File: src/source/obstacle_pkg.sv
`default_nettype none

package obstacle_pkg;

  ////////////////////////////////////////
  // types
  ////////////////////////////////////////

  typedef logic [11:0] coord_t;  // pixel coordinate on screen
  typedef logic [11:0] rgb_t;    // 4 bits per channel

  // edges of the hole and index of the per-edge arrays
  typedef enum logic [1:0] {
    EDGE_TOP,
    EDGE_BOTTOM,
    EDGE_LEFT,
    EDGE_RIGHT
  } edge_t;

  localparam int NUM_EDGES = 4;

  typedef enum logic [1:0] {
    STEP_HOLD,
    STEP_INC,  // towards larger coordinates
    STEP_DEC
  } step_t;

  typedef enum logic [2:0] {
    PH_IDLE,
    PH_CLOSE_IN,
    PH_SHIFT_RIGHT_UP,
    PH_SHIFT_DOWN,
    PH_SHIFT_LEFT_UP,
    PH_SHRINK,
    PH_SHIFT_DOWN_MID,
    PH_SHIFT_RIGHT_CENTER
  } phase_t;

  ////////////////////////////////////////
  // game field
  ////////////////////////////////////////

  localparam coord_t FIELD_TOP    = 12'd317;
  localparam coord_t FIELD_BOTTOM = 12'd617;
  localparam coord_t FIELD_LEFT   = 12'd361;
  localparam coord_t FIELD_RIGHT  = 12'd661;

  localparam rgb_t WALL_RGB = 12'hfff;  // white

  localparam logic [3:0] LEVEL_CODE = 4'd3;  // menu selection for this obstacle

endpackage

`default_nettype wire

File: src/source/hole_if.sv
`timescale 1ns/1ns
`default_nettype none

interface hole_if
  import obstacle_pkg::*;
();

  logic   load;                  // edges take their start values
  logic   step;                  // one-cycle move strobe
  step_t  dir [NUM_EDGES];       // per-edge move direction
  coord_t target;                // compare value of the current phase
  logic   active;                // phase is not idle
  coord_t pos [NUM_EDGES];       // current edge positions
  logic   reached [NUM_EDGES];   // edge is at or past target

  modport seq (output load, step, dir, target, active, input reached);

  // seen by each hole edge
  modport edges (input load, step, dir, target, output pos, reached);

  modport render (input pos, active);

endinterface

`default_nettype wire

File: src/source/hole_edge.sv
`timescale 1ns/1ns
`default_nettype none

module hole_edge
  import obstacle_pkg::*;
#(
  parameter edge_t EDGE = EDGE_TOP
) (
  input wire    pclk,
  input wire    rst,
  hole_if.edges hole
);

  // one pixel inside the field border
  localparam coord_t START_POS =
    (EDGE == EDGE_TOP)    ? FIELD_TOP + 12'd1 :
    (EDGE == EDGE_BOTTOM) ? FIELD_BOTTOM - 12'd1 :
    (EDGE == EDGE_LEFT)   ? FIELD_LEFT + 12'd1 :
                            FIELD_RIGHT - 12'd1;

  coord_t pos;
  step_t  dir;
  logic   reached;

  assign dir = hole.dir[EDGE];

  always_ff @(posedge pclk) begin
    if (rst) begin
      pos <= '0;
    end else if (hole.load) begin
      pos <= START_POS;
    end else if (hole.step) begin
      case (dir)
        STEP_INC: pos <= pos + 1'b1;
        STEP_DEC: pos <= pos - 1'b1;
        default:  pos <= pos;
      endcase
    end
  end

  // a holding edge never counts as reached
  always_comb begin
    case (dir)
      STEP_INC: reached = (pos >= hole.target);
      STEP_DEC: reached = (pos <= hole.target);
      default:  reached = 1'b0;
    endcase
  end

  assign hole.pos[EDGE]     = pos;
  assign hole.reached[EDGE] = reached;

endmodule

`default_nettype wire

File: src/source/laser_square_obstacle.sv
`timescale 1ns/1ns
`default_nettype none

module laser_square_obstacle
  import obstacle_pkg::*;
#(
  parameter int STEP_TICKS = 3200000,  // slow step period minus one
  parameter int HOLD_TICKS = 32000000  // pause between phases
) (
  input wire         pclk,
  input wire         rst,
  input wire coord_t hcount,
  input wire coord_t vcount,
  input wire rgb_t   rgb_in,
  input wire         done_control,
  input wire         play_selected,
  input wire [3:0]   selected,
  input wire         menu_on,
  output wire rgb_t   rgb_out,
  output wire coord_t obstacle_x,
  output wire coord_t obstacle_y,
  output wire        working,
  output wire        done
);

  hole_if hole ();

  phase_sequencer #(
    .STEP_TICKS(STEP_TICKS),
    .HOLD_TICKS(HOLD_TICKS)
  ) phase_sequencer_i (
    .pclk          (pclk),
    .rst           (rst),
    .done_control  (done_control),
    .play_selected (play_selected),
    .selected      (selected),
    .menu_on       (menu_on),
    .working       (working),
    .done          (done),
    .hole          (hole.seq)
  );

  // one instance per hole edge
  for (genvar i = 0; i < NUM_EDGES; i++) begin : g_edge
    hole_edge #(
      .EDGE(edge_t'(i))
    ) hole_edge_i (
      .pclk (pclk),
      .rst  (rst),
      .hole (hole.edges)
    );
  end

  wall_renderer wall_renderer_i (
    .pclk       (pclk),
    .rst        (rst),
    .hcount     (hcount),
    .vcount     (vcount),
    .rgb_in     (rgb_in),
    .hole       (hole.render),
    .rgb_out    (rgb_out),
    .obstacle_x (obstacle_x),
    .obstacle_y (obstacle_y)
  );

endmodule

`default_nettype wire

File: src/source/phase_sequencer.sv
`timescale 1ns/1ns
`default_nettype none

module phase_sequencer
  import obstacle_pkg::*;
#(
  parameter int STEP_TICKS = 3200000,
  parameter int HOLD_TICKS = 32000000
) (
  input wire        pclk,
  input wire        rst,
  input wire        done_control,
  input wire        play_selected,
  input wire  [3:0] selected,
  input wire        menu_on,
  output logic      working,
  output logic      done,
  hole_if.seq       hole
);

  localparam int STEP_W = $clog2(STEP_TICKS + 1);
  localparam int HOLD_W = $clog2(HOLD_TICKS + 1);

  localparam logic [STEP_W-1:0] SLOW_LIMIT = STEP_W'(STEP_TICKS);
  localparam logic [STEP_W-1:0] FAST_LIMIT = STEP_W'(STEP_TICKS / 2);
  localparam logic [HOLD_W-1:0] HOLD_LIMIT = HOLD_W'(HOLD_TICKS);

  phase_t            phase, phase_next, phase_after;
  logic [STEP_W-1:0] step_cnt, step_limit;
  logic [HOLD_W-1:0] hold_cnt;
  step_t             dir [NUM_EDGES];
  coord_t            target;
  edge_t             watch;
  logic              fast, watch_reached, hold_done, abort, start, done_next;

  ////////////////////////////////////////
  // phase script
  ////////////////////////////////////////

  // dir order is top, bottom, left, right
  always_comb begin
    dir         = '{default: STEP_HOLD};
    target      = FIELD_TOP;
    watch       = EDGE_TOP;
    fast        = 1'b0;
    phase_after = PH_IDLE;
    case (phase)
      PH_CLOSE_IN: begin
        dir         = '{STEP_INC, STEP_DEC, STEP_INC, STEP_DEC};
        target      = FIELD_TOP + 12'd125;
        phase_after = PH_SHIFT_RIGHT_UP;
      end
      PH_SHIFT_RIGHT_UP: begin
        dir         = '{STEP_DEC, STEP_DEC, STEP_INC, STEP_INC};
        target      = FIELD_RIGHT;
        watch       = EDGE_RIGHT;
        phase_after = PH_SHIFT_DOWN;
      end
      PH_SHIFT_DOWN: begin
        dir         = '{STEP_INC, STEP_INC, STEP_HOLD, STEP_HOLD};
        target      = FIELD_BOTTOM;
        watch       = EDGE_BOTTOM;
        phase_after = PH_SHIFT_LEFT_UP;
      end
      PH_SHIFT_LEFT_UP: begin
        dir         = '{STEP_DEC, STEP_DEC, STEP_DEC, STEP_DEC};
        fast        = 1'b1;
        phase_after = PH_SHRINK;
      end
      PH_SHRINK: begin
        dir         = '{STEP_HOLD, STEP_DEC, STEP_HOLD, STEP_DEC};
        target      = FIELD_LEFT + 12'd40;
        watch       = EDGE_RIGHT;
        phase_after = PH_SHIFT_DOWN_MID;
      end
      PH_SHIFT_DOWN_MID: begin
        dir         = '{STEP_INC, STEP_INC, STEP_HOLD, STEP_HOLD};
        target      = FIELD_TOP + 12'd130;
        fast        = 1'b1;
        phase_after = PH_SHIFT_RIGHT_CENTER;
      end
      PH_SHIFT_RIGHT_CENTER: begin
        dir    = '{STEP_HOLD, STEP_HOLD, STEP_INC, STEP_INC};
        target = FIELD_LEFT + 12'd130;
        watch  = EDGE_LEFT;
        fast   = 1'b1;  // last phase returns to idle
      end
      default: ;  // nothing moves in idle
    endcase
  end

  ////////////////////////////////////////
  // phase control
  ////////////////////////////////////////

  assign abort         = menu_on || !play_selected;
  assign start         = done_control && (selected == LEVEL_CODE) && play_selected;
  assign watch_reached = hole.reached[watch];
  assign step_limit    = fast ? FAST_LIMIT : SLOW_LIMIT;
  assign hold_done     = watch_reached && (hold_cnt == HOLD_LIMIT);

  always_comb begin
    phase_next = phase;
    done_next  = 1'b0;
    if (phase == PH_IDLE) begin
      if (start) begin
        phase_next = PH_CLOSE_IN;
      end
    end else if (abort) begin
      phase_next = PH_IDLE;  // leave without done
    end else if (hold_done) begin
      phase_next = phase_after;
      done_next  = (phase_after == PH_IDLE);
    end
  end

  always_ff @(posedge pclk) begin
    if (rst) begin
      phase    <= PH_IDLE;
      step_cnt <= '0;
      hold_cnt <= '0;
      done     <= 1'b0;
    end else begin
      phase <= phase_next;
      done  <= done_next;
      if (phase_next != phase) begin
        step_cnt <= '0;  // fresh timers on every phase entry
        hold_cnt <= '0;
      end else if (phase != PH_IDLE) begin
        if (watch_reached) begin
          hold_cnt <= hold_cnt + 1'b1;
        end else if (hole.step) begin
          step_cnt <= '0;
        end else begin
          step_cnt <= step_cnt + 1'b1;
        end
      end
    end
  end

  assign working     = (phase != PH_IDLE);
  assign hole.active = working;
  assign hole.load   = (phase == PH_IDLE) && done_control;
  assign hole.step   = working && !watch_reached && (step_cnt == step_limit);
  assign hole.dir    = dir;
  assign hole.target = target;

endmodule

`default_nettype wire

File: src/source/wall_renderer.sv
`timescale 1ns/1ns
`default_nettype none

module wall_renderer
  import obstacle_pkg::*;
(
  input wire         pclk,
  input wire         rst,
  input wire coord_t hcount,
  input wire coord_t vcount,
  input wire rgb_t   rgb_in,
  hole_if.render     hole,
  output rgb_t       rgb_out,
  output coord_t     obstacle_x,
  output coord_t     obstacle_y
);

  logic in_field;
  logic in_wall;

  assign in_field = (hcount >= FIELD_LEFT) && (hcount <= FIELD_RIGHT) &&
                    (vcount >= FIELD_TOP) && (vcount <= FIELD_BOTTOM);

  // everything in the field outside the hole is wall
  assign in_wall = hole.active && in_field &&
                   ((vcount <= hole.pos[EDGE_TOP]) ||
                    (vcount >= hole.pos[EDGE_BOTTOM]) ||
                    (hcount >= hole.pos[EDGE_RIGHT]) ||
                    (hcount <= hole.pos[EDGE_LEFT]));

  always_ff @(posedge pclk) begin
    if (rst) begin
      rgb_out    <= '0;
      obstacle_x <= '0;
      obstacle_y <= '0;
    end else if (in_wall) begin
      rgb_out    <= WALL_RGB;
      obstacle_x <= hcount;  // hit position for collision logic
      obstacle_y <= vcount;
    end else begin
      rgb_out    <= rgb_in;  // pass the background through
      obstacle_x <= '0;
      obstacle_y <= '0;
    end
  end

endmodule

`default_nettype wire

File: config.mk
export PLATFORM = sky130hd
export DESIGN_NAME = laser_square_obstacle
export DESIGN_NICKNAME = d
export VERILOG_FILES = /design/src/source/obstacle_pkg.sv /design/src/source/hole_if.sv /design/src/source/hole_edge.sv /design/src/source/laser_square_obstacle.sv /design/src/source/phase_sequencer.sv /design/src/source/wall_renderer.sv
export SDC_FILE = /design/constraint.sdc
export NUM_CORES = 1
export LEC_CHECK = 0
export BUFFER_PORTS_ARGS = -buffer_cell sky130_fd_sc_hd__buf_4
export CAP_MARGIN = 25
export CORE_UTILIZATION = 30
export CTS_CLUSTER_DIAMETER = 100
export DETAILED_ROUTE_END_ITERATION = 16
export HOLD_SLACK_MARGIN = 0.08
export PLACE_DENSITY = 0.54
export REMOVE_ABC_BUFFERS = 1
export SYNTH_ARGS = -nofsm -noshare
export SYNTH_HDL_FRONTEND = slang
export SYNTH_SLANG_ARGS = --single-unit
File: constraint.sdc
create_clock -name pclk -period 11.5 [get_ports pclk]
set_input_delay 1.725 -clock pclk [delete_from_list [all_inputs] [get_ports pclk]]
set_output_delay 1.725 -clock pclk [all_outputs]
set_load 0.01 [all_outputs]
# [After elaboration in Yosys (flattened, before gate mapping)]
# Cells that the tools add are included.
[classes] addsub=10 order_cmp=17 eq_ne=19 n_mux=31 bitwise_logic=4 n_reduce_logical=46
[op_table] cell="12-bit case mux with 2 select lines" count=4
[op_table] cell="10-bit case mux with 6 select lines" count=1
[op_table] cell="12-bit by 1-bit adder with 12-bit output, second input constant" count=4
[op_table] cell="12-bit by 10-bit greater-or-equal comparator with 1-bit output" count=4
[op_table] cell="12-bit by 10-bit <= comparator with 1-bit output" count=4
[op_table] cell="8-bit case mux with 6 select lines" count=1
[op_table] cell="12-bit by 1-bit subtractor with 12-bit output, second input constant" count=4
[op_table] cell="22-bit two-way mux" count=2
[op_table] cell="10-bit two-way mux" count=4
[op_table] cell="9-bit two-way mux" count=4
[op_table] cell="25-bit by 1-bit adder with 25-bit output, second input constant" count=1
[op_table] cell="25-bit == test, second input constant" count=1
[op_table] cell="12-bit greater-or-equal comparator" count=2
[op_table] cell="12-bit by 9-bit greater-or-equal comparator with 1-bit output, second input constant" count=2
[op_table] cell="12-bit by 10-bit <= comparator with 1-bit output, second input constant" count=2
[op_table] cell="12-bit <= comparator" count=2
[op_table] cell="22-bit by 1-bit adder with 22-bit output, second input constant" count=1
[op_table] cell="22-bit == test" count=1
[op_table] cell="2-bit AND reduction" count=10
[op_table] cell="3-bit case mux with 6 select lines" count=1
[op_table] cell="3-bit nonzero test" count=5
[op_table] cell="3-bit == test, second input constant" count=4
[op_table] cell="12-bit two-way mux" count=1
[op_table] cell="3-bit two-way mux" count=4
[op_table] cell="other kinds (21)" count=58
[totals] reg_bits=135 in_bits=45 out_inout_bits=38 word_cells=142

# [Logic depth before layout (Yosys ltp)]
[depth] word_depth=14 ltp_mapped=19 mapped_depth_nobuf=17

# [Worst setup path before layout]
# No wires, ideal clock.
[synth_timing] path_kind="input to register" from="input port vcount[0]" to="register wall_renderer_i.rgb_out[0]" setup_ns=0.137 arrival_ns=4.136 required_ns=11.363 setup_slack_ns=7.228 path_stages=13 path_buffers=1 cell_sequence="inv_1 -> ha_1 -> nand2b_1 -> a21o_1 -> a21o_1 -> a21o_1 -> a21o_1 -> a21o_1 -> a211oi_1 -> o21ai_0 -> a311oi_1 -> clkbuf_1 -> o22ai_1"
[synth_between] elab_chain_len=6 word_cells_on_any_way=12 cone_classes="4 x order compare; 1 x mux; 7 x reduce/logical"
[synth_lines] item="start, declared" line_no="laser_square_obstacle.sv:13" text="input wire coord_t vcount,"
[synth_lines] item="12-bit by 9-bit greater-or-equal comparator with 1-bit output (tied with other cells)" line_no="wall_renderer.sv:22" text="(vcount >= FIELD_TOP) && (vcount <= FIELD_BOTTOM);"
[synth_lines] item="1-bit logical AND / 1-bit logical OR (equally long branches)" line_no="wall_renderer.sv:21, wall_renderer.sv:26"
[synth_lines] item="1-bit logical AND / 1-bit logical OR (equally long branches)" line_no="wall_renderer.sv:22, wall_renderer.sv:27"
[synth_lines] item="1-bit logical AND / 1-bit logical OR (equally long branches)" line_no="wall_renderer.sv:25, wall_renderer.sv:28"
[synth_lines] item="1-bit logical AND (*)" line_no="wall_renderer.sv:25" text="assign in_wall = hole.active && in_field &&"
[synth_lines] item="12-bit two-way mux (*)" line_no="wall_renderer.sv:36" text="end else if (in_wall) begin"
[synth_lines] item="end signal, assigned" line_no="wall_renderer.sv:41" text="rgb_out <= rgb_in;"
[synth_lines] item="end, declared" line_no="wall_renderer.sv:13" text="output rgb_t rgb_out,"
# Mark *: on every way between the ends. The rest lies on a longest branch, timed or not.
# A chain may end at the register's enable or synchronous reset.

# [Final worst setup path]
[layout_timing] from="register phase_sequencer_i.phase[1]" to="register g_edge[2].hole_edge_i.pos[11]"
[layout_between] elab_chain_len=12 word_cells_on_any_way=50 cone_classes="8 x order compare; 16 x eq/ne; 13 x mux; 1 x bitwise; 12 x reduce/logical"
[layout_lines] item="start, declared" line_no="phase_sequencer.sv:28" text="phase_t phase, phase_next, phase_after;"
[layout_lines] item="start signal, assigned" line_no="phase_sequencer.sv:124" text="phase <= phase_next;"
[layout_lines] item="branches (longest 12 deep; another with 12-bit by 10-bit <= comparator with 1-bit output)"
[layout_lines] item="end signal, assigned" line_no="hole_edge.sv:34" text="STEP_INC: pos <= pos + 1'b1;"
[layout_lines] item="end signal, assigned" line_no="hole_edge.sv:35" text="STEP_DEC: pos <= pos - 1'b1;"
[layout_lines] item="end signal, assigned" line_no="hole_edge.sv:36" text="default: pos <= pos;"
[layout_lines] item="end, declared" line_no="hole_edge.sv:21" text="coord_t pos;"
# Several ways; the timed one is not identified. The select of a mux whose other input is x is not followed.

==> key figures <==
Logic synthesis
  – Ys Warns: 0
  – Ys async rst share: 0%
  – Synthesized cell area: 9771 um^2
  – Syn Inst Count: 1178
  – Register area share after synthesis: 27.66%
  – EDFF count, synth: 0
  – Dominant synthesized flop cell: dfxtp_1
  – Flops & latches, synth: roughly 140
  – Synth Area per Inst: between 8 and 9 um^2
  – Post-synth cell types: between 70 and 80

Timing
  – Max-slew headroom: ~30%
  – Final Hold Fails: 0
  – Setup_tns: 0 ns
  – Tmin final: between 5 and 6 ns
  – Setup violators final: 0
  – Clock Skew: roughly 0.012 ns
  – Min setup slack post-route: 6.361 ns
  – Peak Freq: just under 200 MHz
  – Pins Over Slew Limit: 0
  – Final period utilization: 44.69%
  – RSZ-0062 raised after global routing: false
  – Hold slack: just under 0.5 ns
  – Worst slew pin tran: ~1.0 ns

Clock tree
  – # resized after CTS: 0
  – Hold Buf Count CTS: 0
  – TritonCTS clock tree: built
  – H-tree levels: 4
  – CTS max path bufs: 2
  – Root buffer cell: clkbuf_16
  – Worst skew pair latency: around 0.43 ns
  – CTS clk-pin slew, worst paths: 0.06 ns
  – Clock tree sinks: about 140
  – TritonCTS Buffers: 17
  – Postcts setup bufs: 0

Route
  – Routed vias/inst: between 5 and 6
  – Drt first pass iters: 5
  – Final ANT Viol Nets: 0
  – DRC Markers: 0
  – Wirelength per Cell: 15.54 um
  – Via count: about 8600
  – Routed WL: 26.34 mm
  – DR iter-0 viols: around 450

Layout
  – N_diodes: 0
  – Area growth syn-to-layout: 17.02%
  – Post-layout util: a little over a third
  – Filler instances: 3305
  – Multi-input logic area: roughly 6600 um^2
  – Sequential cell area: approximately 2700 um^2
  – Share of layout cells above drive strength 1: around an eighth
  – Final net count: around 1400

Placed design
  – Final GP Congestion: 0.8379
  – DP HPWL: ~20 mm
  – Dpl ws: about 6.3 ns
  – Number of port buffers: 82

Worst hold path
  – Hold Path Class: flop to flop
  – HP Start: phase_sequencer_i.hold_cnt[23]

Global route
  – Met2 Use GR: between 20% and 30%
  – All-layer global routing usage: roughly 16%
  – Global-route wire length before repair: between 40 and 50 mm
  – Met1 usage: about a fifth
  – Global Route met3 Usage: roughly 2.5%
  – Largest net degree at the start of global routing: 39
  – Vias in the first global route: between 8000 and 9000
  – GRT busiest layer: met2
  – Gr ovfl total: 0
  – Initial antenna violation count: 0

Flow run
  – Max-cap viol count: 0

Floorplan
  – Full die area: 33300 um^2
  – Height of the die: approximately 180 um
  – Die X: 182.5 um
  – Row cnt: 65
  – Area of the core: approximately 32000 um^2
  – Initial Utilization: between 30 and 40%
  – IO Pins: 83

Power and ir drop
  – Pwr Density: just under 100 nW/um^2
  – Flop pwr share: a little over two fifths
  – Comb power frac: under 10%
  – Switch share: 24.42%
  – Leak: between 4 and 5 nW
  – Worst vdd ir: approximately 98 uV
  – Cell-internal power: around 0.00084 W
  – Clock group share of total power: 46.5%
  – Switching Power: 0.0002706 W

Critical path
  – Worst EP required: between 10 and 15 ns
  – Critical R2R Launch: phase_sequencer_i.phase[1]
  – Critical path class: flop to flop
  – Critical Path Start Type: flop
  – CP Capture Type: flop
  – Critical path peak fanout: 16
  – CP Launch Point: phase_sequencer_i.phase[1]
  – Critical Path AT: 5.46 ns

Outcome
  – Outcome: finished clean
-- kinds of logic (layout without fill, tap and decap cells) --
kind of cell / count (synthesis) / in the layout / share of synthesized area (%)
AO/OA/AOI/OAI: 231 / 231 / 16.14
XOR/XNOR: 85 / 85 / 7.619
adder cells (fa/ha/maj): 144 / 144 / 18.75
AND/OR/NAND/NOR: 442 / 442 / 24.10
other: 1 / 4 / 0.03838
buffers and inverters: 139 / 218 / 5.596
multiplexers: 1 / 1 / 0.1024
flip-flops: 135 / 135 / 27.66
-- placed cells by master, fill, tap and decap left out, types with 4 or more instances in the layout --
cell type  netlist  layout
nor2_1          99      97
or4_1            4       4
or3_1           12      12
buf_4            3      90
a211oi_1        26      26
o31ai_1         20      20
o21ai_0         37      37
a31oi_1          6       6
xnor2_1         57      57
conb_1           1       4
a21o_1          30      30
nand4_1         34      34
nor3_1          61      61
nor2b_1         16      16
clkbuf_8         0       4
o211ai_1         7       7
and3_1          14      14
dfxtp_1        135     135
nor4_1          24      24
a21oi_1         50      50
a211o_1          5       5
o22ai_1         14      14
fa_1             4       4
nand2b_1        14      14
and2_1           4       4
nand2_1         65      65
or2_2            6       6
o21a_1           6       6
inv_1           98      98
nand3_1         40      40
xor2_1          28      28
clkbuf_16        0      17
ha_1           140     140
nor4b_1          5       5
nor3b_1         20      20
-- power groups by stage --
stage               clock [W]  combinational (W)  sequential [W]
finish               0.000516           0.000107        0.000486
global route         0.000551           0.000121        0.000486
CTS                  0.000530           0.000107        0.000486
detailed placement          0           0.000106        0.000496
global placement            0           0.000104        0.000496
floorplan                   0          0.0000599        0.000493
-- layer usage --
| layer | share of wire, % | vias to the layer above |
|---|---|---|
| met5 | 0 | - |
| met4 | 2.2 | 0 |
| met3 | 2.8 | 32 |
| met2 | 47 | 117 |
| met1 | 48 | 4047 |
| li1 | - | 4388 |
-- synthesized netlist by cell type, types with 34 or more instances --
cell	count	area (um^2)
ha_1	140	1752
nand3_1	40	200.2
nand2_1	65	244.0
nand4_1	34	212.7
o21ai_0	37	185.2
xnor2_1	57	499.2
nor2_1	99	371.6
a21oi_1	50	250.2
inv_1	98	367.9
dfxtp_1	135	2703
nor3_1	61	305.3
-- flip-flops by register name (all words and copies together) (netlist names) --
register	count
wall_renderer_i.obstacle_y	12
phase_sequencer_i.hold_cnt	25
phase_sequencer_i.done	1
phase_sequencer_i.step_cnt	22
g_edge.hole_edge_i.pos	48
wall_renderer_i.rgb_out	12
wall_renderer_i.obstacle_x	12
phase_sequencer_i.phase	3
-- per-stage QoR --
step,instances,total power [W],instance area [um^2]
5_1_grt,1695,0.001158,11430
2_1_floorplan,1141,0.0005528,9607
3_3_place_gp,1664,0.0005999,10840
4_1_cts,1692,0.001123,11400
6_report,1695,0.001108,11430
3_5_place_dp,1665,0.0006024,10870
-- path summary, 6_finish.rpt --
path,to,slack (ns),cells past startpoint
setup / recovery,g_edge[2].hole_edge_i.pos[11],6.36,14
hold / removal,phase_sequencer_i.hold_cnt[23],0.48,2
setup reg to reg,g_edge[2].hole_edge_i.pos[11],6.36,14
hold reg to reg,phase_sequencer_i.hold_cnt[23],0.48,2
-- area by class of cell --
cell class	count	share of cell area, %
clock buffer	23	4.268
clock inverter	4	0.4158
inverter	99	3.250
multi-input combinational	907	57.39
sequential	135	23.64
tap	435	4.760
timing repair buffer	92	6.281
-- worst max-delay path, stage by stage, from the launching register on --
cell      delay (ns)
dfxtp_1         0.61
nor2b_1         0.52
nand2_1         0.16
nand2_1         0.34
ha_1            0.33
o21a_1          0.11
o31ai_1         0.06
a21oi_1         0.11
and3_1          0.18
nor4b_1         0.44
o211ai_1        0.41
and3_1          0.55
nor3_2          0.79
a211oi_1        0.17
a31o_2          0.24
No activity file was read; power rests on OpenSTA's default activity.
